--- src/feat_defs.svh ---
`ifndef FEAT_DEFS_SVH
`define FEAT_DEFS_SVH

// Row geometry
`define FEAT_ROW_COLS 16
`define FEAT_COL_W    4          // Index of 0 .. FEAT_ROW_COLS-1

// Parallel kernel lanes
`define FEAT_LANES    8

// Unsigned pixel in
`define FEAT_PIX_W    8

// Signed kernel result out
`define FEAT_RES_W    13         // Holds +/-3060

`endif
--- src/feat_pkg.sv ---
`include "feat_defs.svh"

package feat_pkg;

    typedef logic        [`FEAT_PIX_W-1:0]         pix_t;
    typedef logic        [`FEAT_COL_W-1:0]         col_t;
    typedef logic        [$clog2(`FEAT_LANES)-1:0] lane_t;
    typedef logic signed [`FEAT_RES_W-1:0]         res_t;
    typedef logic signed [3:0]                     weight_t;   // Range -4 .. 4

    typedef enum logic {
        ST_IDLE,
        ST_ACT
    } ser_state_t;

    typedef struct packed {
        col_t col;                       // Column of p2
        logic last;
        pix_t p0;                        // Oldest
        pix_t p1;
        pix_t p2;                        // Newest
    } pix_window_t;

    typedef struct packed {
        res_t [`FEAT_LANES-1:0] res;
        col_t                   col;
        logic                   last;
    } lane_results_t;

    typedef struct packed {
        res_t  res;
        lane_t lane;
        col_t  col;
        logic  row_end;
    } out_beat_t;

    // Weights applied to p0, p1, p2
    typedef struct packed {
        weight_t w0;
        weight_t w1;
        weight_t w2;
    } kernel_t;

    localparam kernel_t feat_kernels [`FEAT_LANES] = '{
        '{ 4'sd0,  4'sd1,  4'sd0},       // Pass-through
        '{ 4'sd1,  4'sd1,  4'sd1},       // Box
        '{-4'sd1,  4'sd0,  4'sd1},       // Gradient
        '{ 4'sd1, -4'sd2,  4'sd1},       // Laplacian
        '{ 4'sd1,  4'sd2,  4'sd1},       // Smooth
        '{ 4'sd4,  4'sd0, -4'sd4},
        '{ 4'sd0, -4'sd3,  4'sd3},
        '{-4'sd4,  4'sd4, -4'sd4}
    };

endpackage

--- src/feat_top.sv ---
`timescale 1ns/1ps
`include "feat_defs.svh"

module feat_top
    import feat_pkg::*;
(
    input  logic                   clk,
    input  logic                   rst,
    input  logic                   i_pix_valid,
    input  logic [`FEAT_PIX_W-1:0] i_pix,
    output logic                   o_valid,
    output out_beat_t              o_beat
);

    logic          win_valid;
    pix_window_t   win;
    logic          kb_done;
    lane_results_t kb_res;

    pixel_window win_i (
        .clk         (clk),
        .rst         (rst),
        .i_pix_valid (i_pix_valid),
        .i_pix       (i_pix),
        .o_win_valid (win_valid),
        .o_win       (win)
    );

    kernel_bank kb_i (
        .clk         (clk),
        .rst         (rst),
        .i_win_valid (win_valid),
        .i_win       (win),
        .o_done      (kb_done),
        .o_res       (kb_res)
    );

    row_serialiser ser_i (
        .clk     (clk),
        .rst     (rst),
        .i_done  (kb_done),
        .i_res   (kb_res),
        .o_valid (o_valid),
        .o_beat  (o_beat)
    );

endmodule

--- src/row_serialiser.sv ---
`timescale 1ns/1ps
`include "feat_defs.svh"

module row_serialiser
    import feat_pkg::*;
(
    input  logic          clk,
    input  logic          rst,
    input  logic          i_done,
    input  lane_results_t i_res,
    output logic          o_valid,
    output out_beat_t     o_beat
);

    localparam lane_t LAST_LANE = lane_t'(`FEAT_LANES - 1);

    ser_state_t state_q;
    ser_state_t state_d;
    lane_t      sel_q;                   // Lane currently on the output
    lane_t      sel_d;
    res_t       res_q;
    col_t       col_q;
    logic       row_end_q;

    always_comb begin
        state_d = state_q;
        sel_d   = sel_q;
        case (state_q)
            ST_IDLE: begin
                if (i_done) begin
                    state_d = ST_ACT;
                    sel_d   = '0;
                end
            end
            ST_ACT: begin
                if (sel_q != LAST_LANE) begin
                    sel_d = sel_q + 1'b1;
                end else if (i_done) begin
                    sel_d = '0;          // Back-to-back burst
                end else begin
                    state_d = ST_IDLE;
                end
            end
            default: state_d = ST_IDLE;
        endcase
    end

    always_ff @(posedge clk) begin
        if (rst) begin
            state_q   <= ST_IDLE;
            sel_q     <= '0;
            row_end_q <= 1'b0;
        end else begin
            state_q   <= state_d;
            sel_q     <= sel_d;
            row_end_q <= (state_d == ST_ACT) && i_res.last && (sel_d == LAST_LANE);
        end
    end

    // Result and column of the selected lane
    always_ff @(posedge clk) begin
        if (state_d == ST_ACT) begin
            res_q <= i_res.res[sel_d];
            col_q <= i_res.col;
        end
    end

    assign o_valid = (state_q == ST_ACT);

    always_comb begin
        o_beat.res     = res_q;
        o_beat.lane    = sel_q;
        o_beat.col     = col_q;
        o_beat.row_end = row_end_q;
    end

endmodule

--- src/kernel_bank.sv ---
`timescale 1ns/1ps
`include "feat_defs.svh"

module kernel_bank
    import feat_pkg::*;
(
    input  logic          clk,
    input  logic          rst,
    input  logic          i_win_valid,
    input  pix_window_t   i_win,
    output logic          o_done,
    output lane_results_t o_res
);

    lane_results_t res_d;

    // Signed 3-tap sum, pixels zero-extended
    function automatic res_t tap_sum(input kernel_t k, input pix_window_t w);
        res_t a0;
        res_t a1;
        res_t a2;
        a0 = w.p0;
        a1 = w.p1;
        a2 = w.p2;
        return k.w0 * a0 + k.w1 * a1 + k.w2 * a2;
    endfunction

    always_comb begin
        for (int l = 0; l < `FEAT_LANES; l++) begin
            res_d.res[l] = tap_sum(feat_kernels[l], i_win);
        end
        res_d.col  = i_win.col;
        res_d.last = i_win.last;
    end

    always_ff @(posedge clk) begin
        if (rst) begin
            o_done <= 1'b0;
        end else begin
            o_done <= i_win_valid;       // One pulse per window
        end
    end

    // Held until the next window strobe
    always_ff @(posedge clk) begin
        if (i_win_valid) begin
            o_res <= res_d;
        end
    end

endmodule

--- src/pixel_window.sv ---
`timescale 1ns/1ps
`include "feat_defs.svh"

module pixel_window
    import feat_pkg::*;
(
    input  logic                   clk,
    input  logic                   rst,
    input  logic                   i_pix_valid,
    input  logic [`FEAT_PIX_W-1:0] i_pix,
    output logic                   o_win_valid,
    output pix_window_t            o_win
);

    localparam col_t LAST_COL = col_t'(`FEAT_ROW_COLS - 1);
    localparam col_t FIRST_WIN_COL = col_t'(2);

    col_t        col_q;                  // Column the next pixel lands in
    logic        row_start;
    logic        col_last;
    logic        win_ok;
    logic        win_valid_q;
    pix_window_t win_q;

    assign row_start = (col_q == '0);
    assign col_last  = (col_q == LAST_COL);
    assign win_ok    = (col_q >= FIRST_WIN_COL);   // Full window inside the row

    // Column counter, wraps at row end
    always_ff @(posedge clk) begin
        if (rst) begin
            col_q <= '0;
        end else if (i_pix_valid) begin
            col_q <= col_last ? '0 : col_q + 1'b1;
        end
    end

    always_ff @(posedge clk) begin
        if (rst) begin
            win_valid_q <= 1'b0;
        end else begin
            win_valid_q <= i_pix_valid && win_ok;
        end
    end

    // Three-pixel history; a new row starts from a clean window
    always_ff @(posedge clk) begin
        if (i_pix_valid) begin
            win_q.col  <= col_q;
            win_q.last <= col_last;
            win_q.p0   <= row_start ? '0 : win_q.p1;
            win_q.p1   <= row_start ? '0 : win_q.p2;
            win_q.p2   <= i_pix;
        end
    end

    assign o_win_valid = win_valid_q;
    assign o_win       = win_q;

endmodule

--- config.mk ---
export PLATFORM = sky130hd
export DESIGN_NAME = feat_top
export DESIGN_NICKNAME = d
export VERILOG_FILES = /design/src/feat_pkg.sv /design/src/feat_top.sv /design/src/row_serialiser.sv /design/src/kernel_bank.sv /design/src/pixel_window.sv
export VERILOG_INCLUDE_DIRS = /design/src
export SDC_FILE = /design/constraint.sdc
export NUM_CORES = 1
export LEC_CHECK = 0
export BUFFER_PORTS_ARGS = -buffer_cell sky130_fd_sc_hd__buf_2
export CORE_MARGIN = 2
export CORE_UTILIZATION = 50
export CTS_BUF_LIST = sky130_fd_sc_hd__clkbuf_16
export DETAILED_ROUTE_END_ITERATION = 8
export PLACE_DENSITY = 0.74
export SYNTH_ARGS = -nofsm -noshare
export SYNTH_HDL_FRONTEND = slang
export SYNTH_SLANG_ARGS = --single-unit
--- constraint.sdc ---
create_clock -name clk -period 9.5 [get_ports clk]
set_input_delay 1.425 -clock clk [delete_from_list [all_inputs] [get_ports clk]]
set_output_delay 1.425 -clock clk [all_outputs]
set_load 0.02 [all_outputs]
==> impl_metrics.py <==
metrics = {
    "grt": {
        "grt_start_max_net_pins": 75,
        "grt_first_pass_wirelength_um": 36900,
        "gr-total-overflow": 0,
        "grt_use_total_pct": 22.5,
        "grt_pass1_vias": 6854,
        "antenna_found_initial": 0,
    },
    "clock_network": {
        "cts_buffer_depth": 2,
        "cts-root-buf": "clkbuf_16",
        "htree_levels": 4,
        "post_cts_resized": 0,
        "cts-buffers-inserted": 17,
        "ctsHoldBuffers": 0,
        "clkSinkCount": 147,
        "cts_setup_buffers": 0,
        "cts_tree": "done",
        "clock_latency_ns": 0.43,
        "clkTransAtPathRegs_ns": 0.07,
    },
    "floorplanning": {
        "start_util_pct": 50.5,
        "die_w_um": 147,
        "die-height_um": 147,
        "core_area_um2": 20100,
        "boundaryPins": 33,
        "dieArea_um2": 21500,
        "rows": 52,
    },
    "routing": {
        "wire_per_inst_um": 19.0,
        "viasPerCell": 5.71,
        "first_iter_violations": 493,
        "drtPass1Iterations": 5,
        "drc": 0,
        "vias": 6968,
        "wirelength_um": 23200,
        "ant_nets": 0,
    },
    "power": {
        "seq_power_share_pct": 35.6,
        "p_sw_mw": 0.848,
        "switching_share_pct": 35.9,
        "vdd_drop_max_uv": 159,
        "intPower_mw": 1.52,
        "p_per_area_nw_per_um2": 211,
        "p_clk_share_pct": 28.3,
        "p_comb_share_pct": 36.0,
        "p_leak_nw": 4.90,
    },
    "sta": {
        "hold_viol_final": 0,
        "grt_setup_unrepaired": "false",
        "finalSetupViolCount": 0,
        "finalMaxSlewViolations": 0,
        "period_share_pct": 42.3,
        "final.setup.worst_slack_ns": 5.48,
        "tightest_slew_ns": 1.22,
        "max_slew_margin_pct": 18.3,
        "fin_setup_tns_ns": 0,
        "max_freq_ghz": 0.249,
        "clock_skew_ns": 0.0107,
        "period_needed_ns": 4.02,
    },
    "worst_hold_path": {
        "hold_class": "register to register",
        "worstHoldStart": "kb_i.o_res[2]$_DFFE_PP_",
        "min_path_cells": 0,
    },
    "synthesis": {
        "yosysSeqAreaShare_pct": 42.4,
        "async_flop_share_pct": 0,
        "synthCells": 895,
        "synth_area_um2": 10200,
        "ys_warn_count": 0,
        "syn-num-nets": 1048,
        "synth-edff-count": 136,
        "syn_area_per_cell_um2": 11.4,
        "ys_ff_latch": 147,
        "dominantRegCellSynth": "edfxtp_1",
        "yosysUniqueCellTypes": 64,
    },
    "place": {
        "io_buffers": 32,
        "post-place-ws_ns": 5.49,
        "hpwlAfterDp_um": 17500,
        "globalplace.congestion": 0.920,
    },
    "cells_and_area": {
        "diodes": 0,
        "final_nets": 1091,
        "drive_gt1_share_pct": 9.15,
        "fillers": 1676,
        "final_common_cell": "edfxtp_1",
        "mostFrequentLayoutCells": "136 x edfxtp_1, 116 x ha_1, 77 x inv_1, 76 x nor2_1, 65 x xnor2_1",
        "area_growth_pct": 10.5,
    },
    "critical_path": {
        "r2r-start": "win_i.o_win[9]$_SDFFCE_PN0P_",
        "critPathMaxStageDelay_ns": 0.65,
        "crit_start": "win_i.o_win[9]$_SDFFCE_PN0P_",
        "critPathMaxFanout": 10,
        "critPathCaptureType": "register",
        "r2r_slack_ns": 5.48,
        "r2r_cells": 16,
        "r2r-end": "kb_i.o_res[94]$_DFFE_PP_",
        "critPathKind": "register to register",
        "critPathCapture": "kb_i.o_res[94]$_DFFE_PP_",
        "crit_arrival_ns": 4.20,
        "cp_common_cell": "ha_1",
        "path_cells": "inv_1, ha_1, ha_1, ha_1, inv_1, fa_1, nor2b_1, o21a_1, o21ai_1, a211o_1, o311ai_1, ha_1, a21oi_1, o21ai_0, o21ai_1, xor2_1",
        "critPathSlowestCell": "edfxtp_1",
        "critPathRequiredTime_ns": 9.68,
        "startpoint_type": "register",
    },
    "flow_run": {
        "maxCapViolations": 0,
    },
    "status": {
        "status": "completed",
    },
}
-- per-stage QoR --
stage | hold WS (ns) | power [mW] | instance area (um^2) | cells | utilization, %
after floorplan | 0.400 | 1.47 | 10200 | 895 | -
after global placement | 0.400 | 1.67 | 10600 | 1189 | 52.9
after detailed placement | 0.405 | 1.69 | 10600 | 1189 | 52.9
after CTS | 0.423 | 2.36 | 11200 | 1221 | 55.9
after global routing | 0.435 | 2.50 | 11200 | 1221 | 55.9
final | 0.421 | 2.36 | 11200 | 1221 | 55.9
-- critical path, delay by kind of cell (launching register included) --
kind                       cells  cell delay, ns
AOI/OAI and AO/OA              7            1.13
buffers and inverters          2            0.26
DFF                            1            0.65
adders and majority gates      5            1.53
and+or+nand+nor                1            0.12
xor gates and xnor gates       1            0.08
-- cell usage after synthesis (14+ instances only) --
cell type    n  area share (%)
edfxtp_1   136              40
mux2i_1     60             5.9
o21ai_0     26             1.3
fa_1        26             5.1
nor2b_1     14            0.86
nor2_1      76             2.8
xnor2_1     65             5.6
a21oi_1     35             1.7
o21a_1      15             1.1
a21o_1      19             1.4
xor2_1      16             1.4
a211oi_1    18             1.3
nand2_1     26            0.96
inv_1       77             2.8
ha_1       116              14
o21ai_1     18            0.89
-- flip-flops by register name, indices dropped and copies added (netlist names) --
register / cells
kb_i.o_done: 1
kb_i.o_res: 90
ser_i.col_q: 4
ser_i.o_valid: 1
ser_i.res_q: 13
ser_i.row_end_q: 1
ser_i.sel_q: 3
win_i.col_q: 4
win_i.o_win: 29
win_i.o_win_valid: 1
-- how the worst min path moves through the flow --
stage          slack [ns]                        to
6_report             0.42  ser_i.col_q[1]$_DFFE_PN_
5_1_grt              0.44  ser_i.col_q[1]$_DFFE_PN_
4_1_cts              0.42  ser_i.col_q[1]$_DFFE_PN_
3_5_place_dp         0.41  ser_i.col_q[1]$_DFFE_PN_
3_3_place_gp         0.40  ser_i.col_q[2]$_DFFE_PN_
2_1_floorplan        0.40   kb_i.o_res[0]$_DFFE_PP_
-- power groups by stage --
stage,sequential [mW],combinational [mW],clock (mW)
2_1_floorplan,0.844,0.629,0
3_3_place_gp,0.854,0.815,0
3_5_place_dp,0.856,0.833,0
4_1_cts,0.842,0.842,0.679
5_1_grt,0.846,0.949,0.705
6_report,0.843,0.852,0.670
-- layout make-up --
| cell class | instances | area (um^2) | share of cell area (%) |
|---|---|---|---|
| clock buffer | 17 | 425 | 3.79 |
| tap | 270 | 338 | 3.01 |
| timing repair buffer | 35 | 183 | 1.63 |
| inverter | 78 | 293 | 2.61 |
| clock inverter | 15 | 173 | 1.54 |
| multi-input combinational | 659 | 5510 | 49.1 |
| sequential | 147 | 4310 | 38.4 |
-- layer usage --
metal / global-route usage, % / part of all wire, % / wire length, um / vias up
met5: 0 / 0 / 0 / -
met3: 4.63 / 6.3 / 1450 / 50
met4: 9.66 / 3.5 / 810 / 0
met1: 31.4 / 46 / 10700 / 3339
met2: 34.3 / 44 / 10200 / 221
li1: - / - / - / 3358
-- kinds of logic after synthesis --
| group | after synthesis | synth area share [%] |
|---|---|---|
| and+or+nand+nor | 185 | 9.18 |
| adders and majority gates | 142 | 19.4 |
| muxes | 69 | 6.91 |
| AOI/OAI and AO/OA | 182 | 11.6 |
| buffers and inverters | 89 | 3.56 |
| DFF | 147 | 42.4 |
| xor gates and xnor gates | 81 | 6.98 |
Power figures use the tool's default switching activity.
